### config.mk
export PLATFORM = sky130hd
export DESIGN_NAME = video_timing
export DESIGN_NICKNAME = d
export VERILOG_FILES = /design/src/hdl/gcu_bus_pkg.sv /design/src/hdl/video_timing.sv
export SDC_FILE = /design/constraint.sdc
export NUM_CORES = 1
export LEC_CHECK = 0
export BUFFER_PORTS_ARGS = -buffer_cell sky130_fd_sc_hd__buf_2
export CORE_UTILIZATION = 43
export CTS_BUF_LIST = sky130_fd_sc_hd__clkbuf_16
export DETAILED_ROUTE_END_ITERATION = 8
export PLACE_DENSITY = 0.81
export SYNTH_ARGS = -nofsm -noshare
export SYNTH_HDL_FRONTEND = slang
export SYNTH_SLANG_ARGS = --single-unit
### constraint.sdc
create_clock -name CLK96 -period 0.8 [get_ports CLK96]
set_input_delay 0 -clock CLK96 [delete_from_list [all_inputs] [get_ports CLK96]]
set_output_delay 0 -clock CLK96 [all_outputs]
set_load 0.02 [all_outputs]
### src/hdl/gcu_bus_pkg.sv
package gcu_bus_pkg;

    typedef logic [15:0] word_t;
    typedef logic [7:0]  reg_idx_t;
    typedef logic [8:0]  pos_t;

    typedef enum logic [2:0] {
        OP_SELECT_REG = 3'd0,
        OP_WRITE_REG  = 3'd1,
        OP_SET_PTR    = 3'd2,
        OP_WRITE_RAM  = 3'd3,
        OP_READ_RAM_H = 3'd4,
        OP_READ_RAM_L = 3'd5
    } gcu_op_e;

    typedef struct packed {
        gcu_op_e op;
        word_t   data;
    } gcu_cmd_t;

    typedef struct packed {
        logic  valid;
        word_t data;
    } gcu_rsp_t;

    // bit 7 survives the mask so 0x8x indices alias 0x0x
    localparam reg_idx_t REG_IDX_MASK  = 8'h8F;
    localparam reg_idx_t REG_IRQ_ACK_A = 8'h0E;
    localparam reg_idx_t REG_IRQ_ACK_B = 8'h0F;
    localparam reg_idx_t REG_IRQ_ACK_C = 8'h8F;

    typedef struct packed {
        word_t bg_x;
        word_t bg_y;
        word_t fg_x;
        word_t fg_y;
        word_t txt_x;
        word_t txt_y;
        word_t spr_x;
        word_t spr_y;
    } scroll_regs_t;

    // line on which the vertical interrupt fires
    localparam pos_t VINT_LINE = 9'h0E6;

endpackage

### src/hdl/video_timing.sv
`timescale 1ns/1ps

module video_timing
    import gcu_bus_pkg::*;
(
    input  logic     CLK96,
    input  logic     RESET96,
    input  pos_t     h,
    input  pos_t     v,
    input  pos_t     hs_start,
    input  pos_t     hs_end,
    input  pos_t     vs_start,
    input  pos_t     vs_end,
    input  reg_idx_t sel_reg,
    output logic     hsync,
    output logic     vsync,
    output logic     fblank,
    output logic     vint
);

    logic h_in;
    logic v_in;
    logic irq_active;

    // horizontal window excludes both edges, vertical includes them
    assign h_in = (h > hs_start) && (h < hs_end);
    assign v_in = (v >= vs_start) && (v <= vs_end);

    assign irq_active = (v == VINT_LINE) || (sel_reg == REG_IRQ_ACK_A) ||
                        (sel_reg == REG_IRQ_ACK_B) || (sel_reg == REG_IRQ_ACK_C);

    always_ff @(posedge CLK96 or posedge RESET96) begin
        if (RESET96) begin
            hsync  <= 1'b1;
            vsync  <= 1'b1;
            fblank <= 1'b1;
            vint   <= 1'b0;
        end else begin
            hsync  <= !h_in;
            vsync  <= !v_in;
            fblank <= !(h_in || v_in);
            // active low interrupt line
            vint   <= !irq_active;
        end
    end

endmodule

== Word-level counts from Yosys, hierarchy flattened ==
Cells that the tools add are included.
Word-level totals
  ROM bits: 0
  register bits after elaboration: 4
  input port bits: 64
  bits in writable memories: 0
  latch bits: 0
  memories: 0
  logic and storage cells: 22
Operators by class
  add/sub/neg operators: 0
  reduce and logical (&&, ||, !) cells: 10
  bitwise gates (word level): 0
  divide/modulo/power cells: 0
  equality and inequality tests: 4
  multipliers: 0
  order comparisons: 4
  multiplexer cells: 0
  shift operators: 0
Operators by type and width (count)
  8-bit by 4-bit == test with 1-bit output, second input constant: 2
  9-bit by 8-bit == test with 1-bit output, second input constant: 1
  9-bit >= comparator: 1
  9-bit > comparator: 1
  9-bit less-or-equal comparator: 1
  9-bit < comparator: 1
  8-bit == test, second input constant: 1
  1-bit zero test: 4
  1-bit logical OR: 4
  1-bit logical AND: 2

== Longest topological paths before layout ==
  word-level depth: 5
  gate-level depth with buffers: 7

== Worst setup path before layout ==
No wires, ideal clock.
  path type: input-to-reg
  start point: in vs_end[6]
  end point: reg fblank
  path slack: -0.328 ns
  data arrival time: 1.048 ns
  required time: 0.719 ns
  cell stages on the path: 7
  buffers on the path: 0
  library setup time: 0.081 ns
  path through: inv_1 -> ha_1 -> nand4_2 -> nor3_1 -> nor3_1 -> a32o_1 -> a32oi_1
Between the ends
  cells in the longest elaborated chain, start to end: 4
Ends and longest elaborated chain
  start, declared: line video_timing.sv:13  | input pos_t vs_end,
  9-bit less-or-equal comparator: line video_timing.sv:27  | assign v_in = (v >= vs_start) && (v <= vs_end);
  1-bit logical AND: line video_timing.sv:27
  1-bit logical OR: line video_timing.sv:41  | fblank <= !(h_in || v_in);
  1-bit zero test: line video_timing.sv:41
  end signal, assigned: line video_timing.sv:41
  end, declared: line video_timing.sv:17  | output logic fblank,
Every way passes these cells.

== Worst setup path after layout ==
  start point: in hs_start[1]
  end point: reg fblank
Between the ends
  cells in the longest elaborated chain, start to end: 4
Ends and longest elaborated chain
  start, declared: line video_timing.sv:10  | input pos_t hs_start,
  9-bit > comparator: line video_timing.sv:26  | assign h_in = (h > hs_start) && (h < hs_end);
  1-bit logical AND: line video_timing.sv:26
  1-bit logical OR: line video_timing.sv:41
  1-bit zero test: line video_timing.sv:41
Every way passes these cells.

==> summary.md <==
| Metric | Value |
|---|---|
| Initial Util | `0.464` |
| Count of final setup violators | `6` |
| Sequential Power Share | `0.132` |
| Worst EP required | `930 ps` |
| Post-synth top cells | `inv_1, ha_1, a21oi_1` |
| Static leakage | `0.000998 uW` |
| Final ANT Viol Nets | `0` |
| Routability cong. | `0.823` |
| Net Count, Synth | `236` |
| Synth area leaders | `ha_1, inv_1, dfstp_2` |
| Critical Path Fanout Max | `2` |
| Worst hold margin | `42.9 ps` |
| Via count | `1227` |
| Final TNS setup | `-672 ps` |
| Nets@finish | `316` |
| Grt total ovfl | `0` |
| Antenna cells | `0` |
| DRT Wirelength | `3.02 mm` |
| DP Wirelength | `2.48 mm` |
| Die area | `0.00263 mm^2` |
| H-tree depth | `1` |
| CP Launch Type | `primary input` |
| Critical-path top delay cell | `a32oi_1` |
| Yosys reg bits | `4` |
| Overall global routing resource usage | `0.246` |
| Initial antenna violation count | `0` |
| Most common cell in the netlist | `inv_1` |
| Psw | `554 uW` |
| CTS Root Cell | `clkbuf_16` |
| Met2 usage | `0.504` |
| Worst slew pin tran | `338 ps` |
| Synth unique cells | `30` |
| Yosys top cell area share | `0.419` |
| Sw frac | `0.291` |
| Max Fclk | `940 MHz` |
| Top FF cell, synth | `dfstp_2` |
| Mean post-synth cell area | `7.64 um^2` |
| DR iter-0 viols | `12` |
| Crit-path cells | `buf_2, inv_1, ha_4, nor2b_1, o211ai_1, a21o_1, nand3_2, a32oi_1` |
| Die H | `51.3 um` |
| Relative slew slack | `0.772` |
| Core box area | `0.00225 mm^2` |
| Post-synthesis compound-gate area fraction | `0.171` |
| Crit path largest cell delay | `220 ps` |
| Failing checks | `negative setup slack` |
| Leading area contributor after synthesis | `ha_1` |
| Largest net degree at the start of global routing | `5` |
| Hold path depth | `3` |
| Fin crit period | `1060 ps` |
| Met1 usage | `0.225` |
| Outcome | `finished, violations left` |
| Met3 Track Usage GR | `0.0446` |
| Average via count per standard cell | `5.03` |
| Register area share after synthesis | `0.0993` |
| CTS tree | `done` |
| Post-synthesis simple-gate area fraction | `0.171` |
| Clk sinks | `4` |
| Slack of the critical path | `-264 ps` |
| Critical path type | `in -> reg` |
| Synthesized area | `0.00105 mm^2` |
| Longest Clk Path Bufs | `2` |
| P&R area growth vs syn | `74.4%` |
| DRT Pass-1 Iters | `4` |
| GRT Max-Usage Layer | `met2` |
| Port bufs | `67` |
| Hold Path Class | `in -> reg` |
| Adder-cell share of the synthesized area | `0.419` |
| Worst VDD drop | `1.01 mV` |
| Unrepaired setup endpoints after global routing | `yes` |
| Nature of the critical path endpoint | `flop` |
| Hold endpoint | `vint` |
| Die width | `51.3 um` |
| Row count | `17` |
| Io pins | `68` |
| Count of pins over their slew limit | `0` |
| Post-synthesis xor/xnor area fraction | `0` |
| Clk slew on worst S/H paths | `30 ps` |
| Yosys warning count | `0` |
| Placed cell count | `238` |
| Pwr dens | `1040 mW/mm^2` |
| Power after layout | `1910 uW` |
| Num CTS Buffers | `3` |
| Mapped Cells | `137` |
| EDFF count, synth | `0` |
| Clock Power Share | `0.413` |
| Fin. Hold Viols | `0` |
| Largest family of logic cells by synthesized area | `adder cells` |
| Comb pwr share | `0.455` |
| Vias in the first global route | `1249` |
| Hold_sp | `sel_reg[6]` |
| Finished Layout Cells | `244` |
| Multiplexer area fraction after synthesis | `0` |
| Avg WL per Cell | `12.4 um` |
| Int Power | `1350 uW` |
| Post-route DRC | `0` |
| Fill cell count | `142` |
| Async S/R FF share, synth | `1.00` |
| First-pass GRT wire length | `4.79 mm` |
| WP data arrival | `1200 ps` |
| Max Cap Viol | `0` |
| Layout cells sized above 1 | `0.514` |
| Period utilization | `1.33` |
==> worst max path at each step <==
stage	to	cells past startpoint	start	slack [ps]
floorplan	fblank	7	vs_end[8]	-260
global placement	fblank	8	vs_end[8]	-480
detailed placement	fblank	8	vs_end[8]	-520
CTS	fblank	8	vs_end[8]	-240
global route	fblank	8	v[0]	-340
finish	fblank	8	hs_start[1]	-260
==> layer usage <==
metal | up-vias | part of all wire
li1 | 628 | -
met1 | 548 | 0.38
met2 | 43 | 0.56
met3 | 8 | 0.045
met4 | 0 | 0.015
met5 | - | 0
==> flip-flops by register name, indices dropped and copies added, names as in the netlist <==
register / count
hsync: 1
vsync: 1
vint: 1
fblank: 1
==> timing repair <==
action | in CTS | in global routing
hold buffers | 1 | 0
pin swaps | 13 | 3
gates resized for setup | 27 | 7
hold endpoints to repair | 4 | 0
endpoints found under the setup margin | 6 | 6
buffers inserted | 1 | 0
==> cell families (layout without fill, tap and decap cells) <==
| family | count (synthesis) | after routing |
|---|---|---|
| buffers and inverters | 39 | 118 |
| AND/OR/NAND/NOR | 30 | 30 |
| AO/OA/AOI/OAI | 29 | 29 |
| flip-flops | 4 | 4 |
| adder cells (fa/ha/maj) | 35 | 35 |
==> power by group through the flow <==
| stage | clock network (uW) | logic [uW] | registers (uW) |
|---|---|---|---|
| 5_1_grt | 819 | 966 | 256 |
| 4_1_cts | 791 | 827 | 253 |
| 3_3_place_gp | 0 | 687 | 250 |
| 3_5_place_dp | 0 | 732 | 248 |
| 6_report | 787 | 867 | 252 |
| 2_1_floorplan | 0 | 378 | 283 |
==> stage by stage <==
| step | setup slack, ps | area [um^2] | util |
|---|---|---|---|
| after CTS | -237 | 1770 | 0.783 |
| after global routing | -343 | 1820 | 0.809 |
| after global placement | -480 | 1570 | 0.695 |
| final | -264 | 1820 | 0.809 |
| after detailed placement | -520 | 1570 | 0.695 |
| after floorplan | -256 | 1150 | - |
==> critical path, delay by kind of cell <==
kind	cells	cell delay (ps)
adder cells (fa/ha/maj)	1	200
AND/OR/NAND/NOR	2	220
buffers and inverters	2	160
AO/OA/AOI/OAI	3	610
==> final cells by class <==
cell class                 instances  area [um^2]  area share
inverter                          39          164      0.0898
sequential                         4          104      0.0569
timing repair buffer              75          457       0.250
multi-input combinational         94          986       0.540
clock inverter                     1         3.75     0.00206
clock buffer                       3         75.1      0.0412
tap                               28         35.0      0.0192
==> cells in the final DEF (no fill, tap or decap), drive strengths merged, types with 2 or more instances in the layout <==
| cell type | count |
|---|---|
| buf | 74 |
| inv | 40 |
| ha | 35 |
| a21oi | 13 |
| o21ai | 5 |
| nand2 | 5 |
| a21o | 4 |
| nor2b | 4 |
| nand3 | 4 |
| nor2 | 4 |
| clkbuf | 3 |
| dfstp | 3 |
| nand4 | 3 |
| nand4b | 2 |
| nor3b | 2 |
| nor3 | 2 |
No activity file was read; power rests on OpenSTA's default activity.
