===== src/hdl/gcu_bus_pkg.sv =====
package gcu_bus_pkg;

    typedef logic [15:0] word_t;
    typedef logic [7:0]  reg_idx_t;
    typedef logic [8:0]  pos_t;

    typedef enum logic [2:0] {
        OP_SELECT_REG = 3'd0,
        OP_WRITE_REG  = 3'd1,
        OP_SET_PTR    = 3'd2,
        OP_WRITE_RAM  = 3'd3,
        OP_READ_RAM_H = 3'd4,
        OP_READ_RAM_L = 3'd5
    } gcu_op_e;

    typedef struct packed {
        gcu_op_e op;
        word_t   data;
    } gcu_cmd_t;

    typedef struct packed {
        logic  valid;
        word_t data;
    } gcu_rsp_t;

    // bit 7 survives the mask so 0x8x indices alias 0x0x
    localparam reg_idx_t REG_IDX_MASK  = 8'h8F;
    localparam reg_idx_t REG_IRQ_ACK_A = 8'h0E;
    localparam reg_idx_t REG_IRQ_ACK_B = 8'h0F;
    localparam reg_idx_t REG_IRQ_ACK_C = 8'h8F;

    typedef struct packed {
        word_t bg_x;
        word_t bg_y;
        word_t fg_x;
        word_t fg_y;
        word_t txt_x;
        word_t txt_y;
        word_t spr_x;
        word_t spr_y;
    } scroll_regs_t;

    // line on which the vertical interrupt fires
    localparam pos_t VINT_LINE = 9'h0E6;

endpackage


===== src/hdl/vram_map_pkg.sv =====
package vram_map_pkg;

    localparam int VRAM_AW   = 13;
    localparam int LAYER_AW  = 11;
    localparam int SPRITE_AW = 10;

    typedef logic [VRAM_AW-1:0]   vram_addr_t;
    typedef logic [LAYER_AW-1:0]  layer_addr_t;
    typedef logic [SPRITE_AW-1:0] sprite_addr_t;

    // region bases inside main VRAM
    localparam vram_addr_t LAYER0_BASE = 13'h0000;
    localparam vram_addr_t LAYER1_BASE = 13'h0800;
    localparam vram_addr_t LAYER2_BASE = 13'h1000;
    localparam vram_addr_t SPRITE_BASE = 13'h1800;

    localparam int LAYER_WORDS  = 2048;
    localparam int SPRITE_WORDS = 1024;

endpackage


===== src/hdl/gcu_bus_ctrl.sv =====
`timescale 1ns/1ps

module gcu_bus_ctrl
    import gcu_bus_pkg::*;
    import vram_map_pkg::*;
(
    input  logic         CLK96,
    input  logic         RESET96,
    input  gcu_cmd_t     cmd,
    input  logic         cmd_valid,
    output logic         cmd_ready,
    output gcu_rsp_t     rsp,
    output scroll_regs_t scroll,
    output reg_idx_t     sel_reg,
    output logic         wr_en,
    output vram_addr_t   wr_addr,
    output word_t        wr_data,
    output vram_addr_t   rd_addr,
    input  word_t        rd_data
);

    typedef enum logic [1:0] {
        IDLE,
        WRITE,
        READ_WAIT,
        READ_DONE
    } state_e;

    state_e state;
    word_t  ram_ptr;
    logic   ready_q;
    logic   rsp_valid;
    word_t  rsp_data;
    logic   accept;

    assign accept    = cmd_valid && ready_q;
    assign cmd_ready = ready_q;

    // ram write goes out the cycle after acceptance
    assign wr_en   = (state == WRITE);
    assign wr_addr = ram_ptr[VRAM_AW-1:0];
    assign rsp     = '{valid: rsp_valid, data: rsp_data};

    always_ff @(posedge CLK96 or posedge RESET96) begin
        if (RESET96) begin
            state     <= IDLE;
            ready_q   <= 1'b1;
            sel_reg   <= '1;
            scroll    <= '0;
            ram_ptr   <= '0;
            rsp_valid <= 1'b0;
        end else begin
            case (state)
                IDLE: begin
                    if (accept) begin
                        case (cmd.op)
                            OP_SELECT_REG: sel_reg <= cmd.data[7:0] & REG_IDX_MASK;
                            OP_WRITE_REG: begin
                                // only scroll indices, bit 7 ignored
                                if (sel_reg[6:3] == 4'h0) begin
                                    case (sel_reg[2:0])
                                        3'd0: scroll.bg_x  <= cmd.data;
                                        3'd1: scroll.bg_y  <= cmd.data;
                                        3'd2: scroll.fg_x  <= cmd.data;
                                        3'd3: scroll.fg_y  <= cmd.data;
                                        3'd4: scroll.txt_x <= cmd.data;
                                        3'd5: scroll.txt_y <= cmd.data;
                                        3'd6: scroll.spr_x <= cmd.data;
                                        3'd7: scroll.spr_y <= cmd.data;
                                    endcase
                                end
                            end
                            OP_SET_PTR: ram_ptr <= cmd.data;
                            OP_WRITE_RAM: begin
                                state   <= WRITE;
                                ready_q <= 1'b0;
                            end
                            OP_READ_RAM_H, OP_READ_RAM_L: begin
                                state   <= READ_WAIT;
                                ready_q <= 1'b0;
                            end
                            default: ;
                        endcase
                    end
                end
                WRITE: begin
                    ram_ptr <= ram_ptr + 1'b1;
                    state   <= IDLE;
                    ready_q <= 1'b1;
                end
                // ram output lands during READ_DONE
                READ_WAIT: state <= READ_DONE;
                READ_DONE: begin
                    if (rsp_valid) begin
                        rsp_valid <= 1'b0;
                        state     <= IDLE;
                        ready_q   <= 1'b1;
                    end else begin
                        rsp_valid <= 1'b1;
                    end
                end
                default: state <= IDLE;
            endcase
        end
    end

    // payload registers
    always_ff @(posedge CLK96) begin
        if (accept) begin
            wr_data <= cmd.data;
            rd_addr <= ram_ptr[VRAM_AW-1:0] + vram_addr_t'(cmd.op == OP_READ_RAM_L);
        end
        if (state == READ_DONE && !rsp_valid) begin
            rsp_data <= rd_data;
        end
    end

    // registered ready must track the sequencer
    assert property (@(posedge CLK96) disable iff (RESET96)
        (state != IDLE) |-> !cmd_ready);

    assert property (@(posedge CLK96) disable iff (RESET96)
        rsp.valid |=> !rsp.valid);

endmodule


===== config.mk =====
export PLATFORM = sky130hd
export DESIGN_NAME = gcu_bus_ctrl
export DESIGN_NICKNAME = d
export VERILOG_FILES = /design/src/hdl/gcu_bus_pkg.sv /design/src/hdl/vram_map_pkg.sv /design/src/hdl/gcu_bus_ctrl.sv
export SDC_FILE = /design/constraint.sdc
export NUM_CORES = 1
export LEC_CHECK = 0
export BUFFER_PORTS_ARGS = -buffer_cell sky130_fd_sc_hd__buf_4
export CORE_UTILIZATION = 31
export DETAILED_ROUTE_END_ITERATION = 8
export GPL_ROUTABILITY_DRIVEN = 1
export GPL_TIMING_DRIVEN = 0
export PLACE_DENSITY_LB_ADDON = 0.12
export RECOVER_POWER = 100
export SYNTH_ARGS = -nofsm -noshare
export SYNTH_HDL_FRONTEND = slang
export SYNTH_SLANG_ARGS = --single-unit

===== constraint.sdc =====
create_clock -name CLK96 -period 12.2 [get_ports CLK96]
set_clock_uncertainty 0.1 [all_clocks]
set_input_delay 1.22 -clock CLK96 [delete_from_list [all_inputs] [get_ports CLK96]]
set_output_delay 1.22 -clock CLK96 [all_outputs]
set_load 0.02 [all_outputs]

Word-level counts from Yosys, hierarchy flattened
Cells that the tools add are included.
- register bits after elaboration: 201
- logic and storage cells: 73
- add/sub/neg operators: 2
- eq/ne operators: 20
- multiplexer cells: 12
- reductions and logical operators: 23
- operators with widths (kind ; count):
    5-bit AND reduction ; 8
    16-bit 2-to-1 mux ; 2
    16-bit case mux with 2 select lines ; 1
    3-bit equality test (second input constant) ; 6
    16-bit by 1-bit adder with 16-bit output (second input constant) ; 1
    13-bit by 1-bit adder with 13-bit output ; 1
    3-bit by 2-bit equality test with 1-bit output (second input constant) ; 4
    3-bit AND reduction ; 3
    2-bit case mux with 4 select lines ; 1
    3-bit by 1-bit equality test with 1-bit output (second input constant) ; 2
    3-bit logical NOT ; 2
    2-bit inequality test (second input constant) ; 3
    2-bit equality test (second input constant) ; 2
    4-bit logical NOT ; 1
    1-bit 2-to-1 mux ; 4
    2-bit 2-to-1 mux ; 2
    2-bit case mux with 2 select lines ; 1
    4-bit AND reduction ; 1
    3-bit by 1-bit inequality test with 1-bit output (second input constant) ; 1
    1-bit case mux with 3 select lines ; 1
    3-bit nonzero test ; 1
    3-bit OR reduction ; 1
    2-bit by 1-bit equality test with 1-bit output (second input constant) ; 1
    1-bit logical AND ; 2
    other kinds (5) ; 5

Logic depth before layout (Yosys ltp)
Gate-level depths: netlist (run 1).
- depth in word-level cells: 5
- gate-level depth with buffers: 7
- mapped depth without buffers: 7

Worst setup path after synthesis (run 1)
OpenSTA, ideal clock, no wires.
- path type: input -> register
- start: in cmd[18] (netlist name)
- end: reg scroll[36] (netlist name)
- path buffers: 1
- data arrival time: 2.613 ns
- setup slack: 9.362 ns
- setup time: 0.125 ns
- cell stages on the path: 5
- cell sequence: and4bb_4 > nand3_2 > nor3_2 > buf_4 > mux2_2
- word-level cells in the longest chain between the ends: 2
- RTL lines (what ; line ; RTL):
    start: declaration ; gcu_bus_ctrl.sv:9 ; input gcu_cmd_t cmd,
    3-bit by 1-bit equality test with 1-bit output ; gcu_bus_ctrl.sv:56 ; case (cmd.op)
    5-bit AND reduction (no line) ; - ;
    end: declaration ; gcu_bus_ctrl.sv:13 ; output scroll_regs_t scroll,
Every way passes these cells.
A chain may end at the register's enable or synchronous reset.

Worst setup path in the final report (run 1)
- start: in cmd_valid
- end: reg scroll[33] (netlist name)
- word-level cells in the longest chain between the ends: 2
- RTL lines (what ; line ; RTL):
    start: declaration ; gcu_bus_ctrl.sv:10 ; input logic cmd_valid,
    1-bit logical AND ; gcu_bus_ctrl.sv:36 ; assign accept = cmd_valid && ready_q;
    5-bit AND reduction (no line) ; - ;
Every way passes these cells.

==> results of run 1 <==
==> layout by cell type (no fill, tap or decap), drive strengths merged, types with 3 or more instances in the layout <==
master / n
a211oi: 8
and3: 4
xnor2: 7
clkbuf: 269
dfrtp: 144
dfstp: 7
nand4: 5
nand2: 15
nand3: 11
edfxtp: 45
clkinv: 3
inv: 15
a21oi: 6
mux2: 133
buf: 12
a31oi: 4
clkinvlp: 3
o21ai: 6
ha: 3
nor3: 5
xor2: 5
and4: 3
nor2: 20
==> where the power goes <==
part	switching, mW	total [mW]	internal (mW)
Clock	0.264	0.559	0.296
Combinational	0.353	0.517	0.164
Sequential	0.0865	0.902	0.815
==> layout make-up <==
type	instances	area share (%)
multi-input combinational	261	24.0
buffer	27	1.17
tap	324	4.22
clock inverter	13	1.45
inverter	9	0.365
clock buffer	19	4.62
sequential	196	53.6
timing repair buffer	235	10.7
==> through the flow <==
| step | cells | util, % |
|---|---|---|
| after global placement | 1051 | 40.6 |
| after detailed placement | 1052 | 40.7 |
| final | 1084 | 39.2 |
| after floorplan | 493 | - |
| after CTS | 1084 | 43.1 |
| after global routing | 1084 | 39.2 |
==> layer usage <==
| metal | track usage, % | wire, microns |
|---|---|---|
| met1 | 21.3 | 8970 |
| met2 | 26.7 | 9890 |
| met3 | 5.38 | 1380 |
| met4 | 2.86 | 123 |
| met5 | 0 | 0 |
==> kinds of logic (layout without fill, tap and decap cells) <==
group	Yosys count	in the layout
xor+xnor	12	12
flops	196	196
compound gates	33	33
simple gates	79	79
mux	134	134
buf+inv	36	303
fa+ha+maj	3	3
==> worst paths after layout <==
check | startpoint | to | slack (ps) | cells past startpoint
max in group asynchronous | RESET96 | scroll[111] | 9100 | 2
max reg2reg | cmd_ready | scroll[33] | 8940 | 5
max | cmd_valid | scroll[33] | 8570 | 6
min | scroll[51] | scroll[51] | 390 | 1
min reg2reg | scroll[51] | scroll[51] | 390 | 1
min in group asynchronous | RESET96 | scroll[91] | 1560 | 2
==> flow_metrics.env, run 1 <==
export IMPL_p_leak_nw=4.22
export IMPL_ys_ff_latch=196
export IMPL_grt_pass1_vias=5252
export IMPL_clk_pin_slew_ps=70
export IMPL_drv_slew=67
export IMPL_peakVddDrop_uv=86.9
export IMPL_clock_tree_buffer_depth=2
export IMPL_finalWirelength_mm=20.4
export IMPL_multiInputGateArea_sq_um=2300
export IMPL_clock_latency_ps=420
export IMPL_yosys_area_top_type="dfrtp_1"
export IMPL_synth_ff_type="dfrtp_1"
export IMPL_drv_cap=1
export IMPL_cts_buffers=17
export IMPL_violations="capacitance limit, slew limit"
export IMPL_synth_fp_nets=534
export IMPL_layout_nets=788
export IMPL_synthTopCellsByArea="dfrtp_1 46%, edfxtp_1 17%, mux2_2 16%"
export IMPL_place_hpwl_mm=14.6
export IMPL_overflow=0
export IMPL_path_max_fanout=10
export IMPL_path_delay_family="simple AND/OR/NAND/NOR gates"
export IMPL_whs_ps=391
export IMPL_antenna_cells=0
export IMPL_fmax_mhz=276
export IMPL_via_count=4979
export IMPL_design_area_sq_um=9600
export IMPL_gp_congestion=0.780
export IMPL_antenna_found_initial=0
export IMPL_finalSetupTns_ps=0
export IMPL_area_growth_pct=23.7
export IMPL_num_rows=57
export IMPL_route_detailed_drc=0
export IMPL_worst_pin_slew_ps=2970
export IMPL_grtUsageTotal_pct=16.3
export IMPL_start_util_pct=31.7
export IMPL_finalSetupViolCount=0
export IMPL_synth_adder_area_share_pct=0.484
export IMPL_p_per_area_nw_per_um2=206
export IMPL_synth_edf_count=45
export IMPL_cts_num_sinks=196
export IMPL_power_total_mw=1.98
export IMPL_postCtsResizedCells=0
export IMPL_root_buffer="clkbuf_16"
export IMPL_io_pins=235
export IMPL_synth_area_per_cell_sq_um=15.7
export IMPL_largest_reg_flops=128
export IMPL_max_stage_delay_ps=780
export IMPL_synth_top_family_by_area="multiplexers"
export IMPL_grt_max_degree=86
export IMPL_slew_headroom_pct=-99.4
export IMPL_fill_cells=2487
export IMPL_synth_mux_area_share_pct=20.4
export IMPL_placed_cell_area_sq_um=9950
export IMPL_synth_top_area_share_pct=46.5
export IMPL_outcome="finished, violations left"
export IMPL_drive_above_1_share_pct=23.8
export IMPL_die_h_microns=160
export IMPL_setup_slack_ps=8570
export IMPL_critPathRequiredTime_ps=12410
export IMPL_antenna_left=0
export IMPL_final_period_utilization_pct=29.7
export IMPL_synth_area_sq_um=7760
export IMPL_cp_cell_sequence="clkbuf_1, and4bb_1, nand3_1, nor3_1, clkbuf_1, mux2_2"
export IMPL_synth_compound_area_share_pct=2.84
export IMPL_finalCriticalPeriod_ps=3630
export IMPL_path_buf_inv=2
export IMPL_grt_pass1_wl_mm=31.8
export IMPL_synth_simple_area_share_pct=6.21
export IMPL_core_area_sq_um=24500
export IMPL_vias_per_cell=4.59
export IMPL_die_area_sq_um=25700
export IMPL_cp_slowest_cell="nor3_1"
export IMPL_largestRegisters="scroll (128), rsp_data (16), wr_data (16)"
export IMPL_cts_tree="done"
export IMPL_synthTopCellsByCount="144 x dfrtp_1, 110 x mux2_2, 45 x edfxtp_1, 20 x mux2_4"
export IMPL_rsz0062_at_grt="false"
export IMPL_async_flop_share_pct=77.0
export IMPL_synth_xor_area_share_pct=1.35
export IMPL_drt_pass1_iter_count=4
export IMPL_cts_htree_levels=4
export IMPL_cts_setup_buffers=0
export IMPL_hp_class="reg -> reg"
export IMPL_largest_register="scroll"
export IMPL_syn_inst=493
export IMPL_yosys_cell_types_count=52
export IMPL_die_width_microns=160
export IMPL_numPortBuffers=234
export IMPL_holdBufCountCts=0
export IMPL_critPathLaunchType="input pin"
export IMPL_dpl_worst_slack_ps=8860
export IMPL_yosysWarnings=0
export IMPL_drt_iter0_drc=139
export IMPL_wl_per_cell_microns=18.8
export IMPL_crit_type="in -> reg"
export IMPL_yosysSeqAreaShare_pct=66.2
export IMPL_finalHoldViolCount=0
export IMPL_cp_data_arrival_time_ps=3840
export IMPL_yosysMostFrequentCell="dfrtp_1"
export IMPL_regArea_sq_um=5140
export IMPL_end_kind="flip-flop"
export IMPL_critPathMostFrequentCell="clkbuf_1"
No activity file was read; power rests on OpenSTA's default activity.
==> inputs of run 2 (changes only) <==
- ABC_AREA: default -> 1
- clock period: 12.2 -> 3 ns (I/O delays scaled with it)
==> run 2 against run 1 <==
Clock-buffer cell count fell by 1. Global-route usage up 2.9 points. Combinational power rose to 5.5 times the previous value. Sequential power grew to 4.4 times the previous value. The run now ends clean. Area after synthesis rose by 0.65%. Power rose to 4.6 times the previous value. Design area rose by 5.7%.
==> flow_metrics.env, run 2 <==
export IMPL_outcome="finished clean"
export IMPL_yosysWarnings=0
export IMPL_final_cell_mix="211 x nand2_1, 202 x clkbuf_1, 144 x dfrtp_1, 118 x o21ai_0, 45 x edfxtp_1"
export IMPL_synth_area_sq_um=7810
export IMPL_multiInputGateArea_sq_um=2120
export IMPL_dpl_worst_slack_ps=111
export IMPL_drv_cap=0
export IMPL_instances_no_fill=1348
export IMPL_final_common_cell="nand2_1"
export IMPL_cts_buffers=17
export IMPL_fin_util_pct=41.3
export IMPL_synth_area_per_cell_sq_um=10.8
export IMPL_core_area_sq_um=24500
export IMPL_clk_pin_slew_ps=70
export IMPL_overflow=0
export IMPL_synth_top_area_share_pct=46.2
export IMPL_yosys_cell_types_count=29
export IMPL_largestRegisters="scroll (128), rsp_data (16), wr_data (16)"
export IMPL_end_kind="flip-flop"
export IMPL_placed_cell_area_sq_um=10100
export IMPL_critPathRequiredTime_ps=3170
export IMPL_critPathMostFrequentCell="nand2_1"
export IMPL_grtUsageTotal_pct=19.2
export IMPL_finalCriticalPeriod_ps=2410
export IMPL_drt_pass1_iter_count=5
export IMPL_finalSetupViolCount=0
export IMPL_gp_congestion=0.752
export IMPL_grtUsageMet3_pct=5.97
export IMPL_cts_tree="done"
export IMPL_yosysSeqAreaShare_pct=65.8
export IMPL_synth_edf_count=45
export IMPL_peakVddDrop_uv=397
export IMPL_crit_type="reg -> reg"
export IMPL_grt_busiest_layer="met2"
export IMPL_cp_slowest_cell="nor2_2"
export IMPL_yosysMostFrequentCell="nand2_1"
export IMPL_cp_cell_sequence="nand2_1, clkinv_1, nand2_1, nor2_2, nand2_4, buf_6, nand2_1, o21ai_0"
export IMPL_wl_per_cell_microns=18.0
export IMPL_critPathLaunchType="flip-flop"
export IMPL_largest_register="scroll"
export IMPL_cts_htree_levels=4
export IMPL_ff2ff_setup_slack_ps=590
export IMPL_setup_slack_ps=587
export IMPL_clock_latency_ps=430
export IMPL_switchingPower_mw=3.60
export IMPL_finalWirelength_mm=24.3
export IMPL_synthTopCellsByCount="209 x nand2_1, 144 x dfrtp_1, 115 x o21ai_1, 45 x edfxtp_1, 36 x inv_1"
export IMPL_drive_above_1_share_pct=12.1
export IMPL_die_h_microns=161
export IMPL_worst_pin_slew_ps=1220
export IMPL_antenna_found_initial=0
export IMPL_placedCellCount=1282
export IMPL_p_leak_nw=4.50
export IMPL_design_area_sq_um=10100
export IMPL_drt_iter0_drc=337
export IMPL_p_seq_share_pct=43.5
export IMPL_antenna_left=0
export IMPL_largest_reg_flops=128
export IMPL_postCtsResizedCells=0
export IMPL_grt_pass1_wl_mm=36.8
export IMPL_start_util_pct=31.8
export IMPL_num_rows=57
export IMPL_yosys_area_top_type="dfrtp_1"
export IMPL_layout_nets=1052
export IMPL_finalHoldViolCount=0
export IMPL_route_detailed_drc=0
export IMPL_fill_cells=2521
export IMPL_area_growth_pct=29.9
export IMPL_path_max_fanout=12
export IMPL_io_pins=235
export IMPL_syn_inst=720
export IMPL_root_buffer="clkbuf_16"
export IMPL_synthTopCellsByArea="dfrtp_1 46%, edfxtp_1 17%, nand2_1 10%"
export IMPL_drv_slew=0
export IMPL_use_met2_pct=30.7
export IMPL_clock_tree_buffer_depth=2
export IMPL_clockPowerShare_pct=25.0
export IMPL_ys_ff_latch=196
export IMPL_rsz0062_at_grt="false"
export IMPL_grt_util_met1_pct=25.7
export IMPL_power_total_mw=9.04
export IMPL_hp_class="in -> reg"
export IMPL_slew_headroom_pct=18.1
export IMPL_cts_setup_buffers=0
export IMPL_grt_max_degree=40
export IMPL_antenna_cells=0
export IMPL_die_width_microns=161
export IMPL_cp_data_arrival_time_ps=2590
export IMPL_regArea_sq_um=5140
export IMPL_synth_fp_nets=761
export IMPL_grt_pass1_vias=5906
export IMPL_die_area_sq_um=25800
export IMPL_max_stage_delay_ps=610
export IMPL_p_int_mw=5.44
export IMPL_p_comb_share_pct=31.5
export IMPL_numPortBuffers=234
export IMPL_synth_ff_type="dfrtp_1"
export IMPL_fmax_mhz=414
export IMPL_via_count=6053
export IMPL_p_per_area_nw_per_um2=891
export IMPL_final_period_utilization_pct=80.4
export IMPL_async_flop_share_pct=77.0
export IMPL_vias_per_cell=4.49
export IMPL_holdBufCountCts=33
export IMPL_place_hpwl_mm=16.3
export IMPL_swShare_pct=39.8
export IMPL_cts_num_sinks=196
run 2: cell count changes in the layout (fill, tap and decap cells not counted), sizes merged, moves of 18 or more:
cell,previous run,this run
clkbuf,269,251
buf,12,40
inv,15,45
o21ai,6,146
dlygate4sd3,0,33
mux2,133,0
nand2,15,219
run 2: per-layer routing:
metal  part of all wire, %  routed length, microns  vias to the layer above
met3                   7.0                    1710                       12
li1                      -                       -                     2940
met2                    48                   11600                      182
met1                    45                   10900                     2919
met5                     0                       0                        -
met4                  0.66                     160                        0
run 2: kinds of logic after synthesis:
logic type | synth area share (%)
compound gates | 10.6
xor+xnor | 1.46
fa+ha+maj | 0.481
buf+inv | 6.01
flops | 65.8
simple gates | 15.6
run 2: through the flow:
step | hold slack, ps | setup TNS [ps]
detailed placement | 302 | 0
global placement | 367 | -68180
CTS | 149 | 0
finish | 174 | 0
global route | 229 | 0
floorplan | 299 | 0
run 2: power by group through the flow:
| stage | registers [mW] | clock network (mW) | logic (mW) |
|---|---|---|---|
| after global placement | 4.01 | 0 | 3.43 |
| after CTS | 3.97 | 2.33 | 3.51 |
| after floorplan | 4.74 | 0 | 1.12 |
| final | 3.93 | 2.26 | 2.85 |
| after global routing | 4.03 | 2.44 | 3.13 |
| after detailed placement | 4.01 | 0 | 3.47 |
run 2: area by class of cell:
type | instances | share of cell area, %
plain buffers | 34 | 2.96
well taps | 324 | 4.00
repair buffers | 272 | 14.3
clock buffers | 18 | 4.23
inverters | 41 | 1.53
flip-flops and latches | 196 | 50.7
clock inverters | 14 | 1.43
multi-input cells | 449 | 20.9
run 2: worst paths after layout:
path                            startpoint          end  cells past startpoint
worst max-delay path             cmd_ready  scroll[114]                      8
worst min register to register  scroll[30]   scroll[30]                      2
min in group asynchronous          RESET96   scroll[33]                      3
worst min-delay path               cmd[16]   sel_reg[6]                      4
max in group asynchronous          RESET96   sel_reg[3]                      5
worst max register to register   cmd_ready  scroll[114]                      8
run 2: worst max-delay path, delay by kind of cell, from the launching register on:
family / cells / cell delay [ps]
and+or+nand+nor: 5 / 1040
DFF: 1 / 560
buffers and inverters: 2 / 470
AOI/OAI and AO/OA: 1 / 70
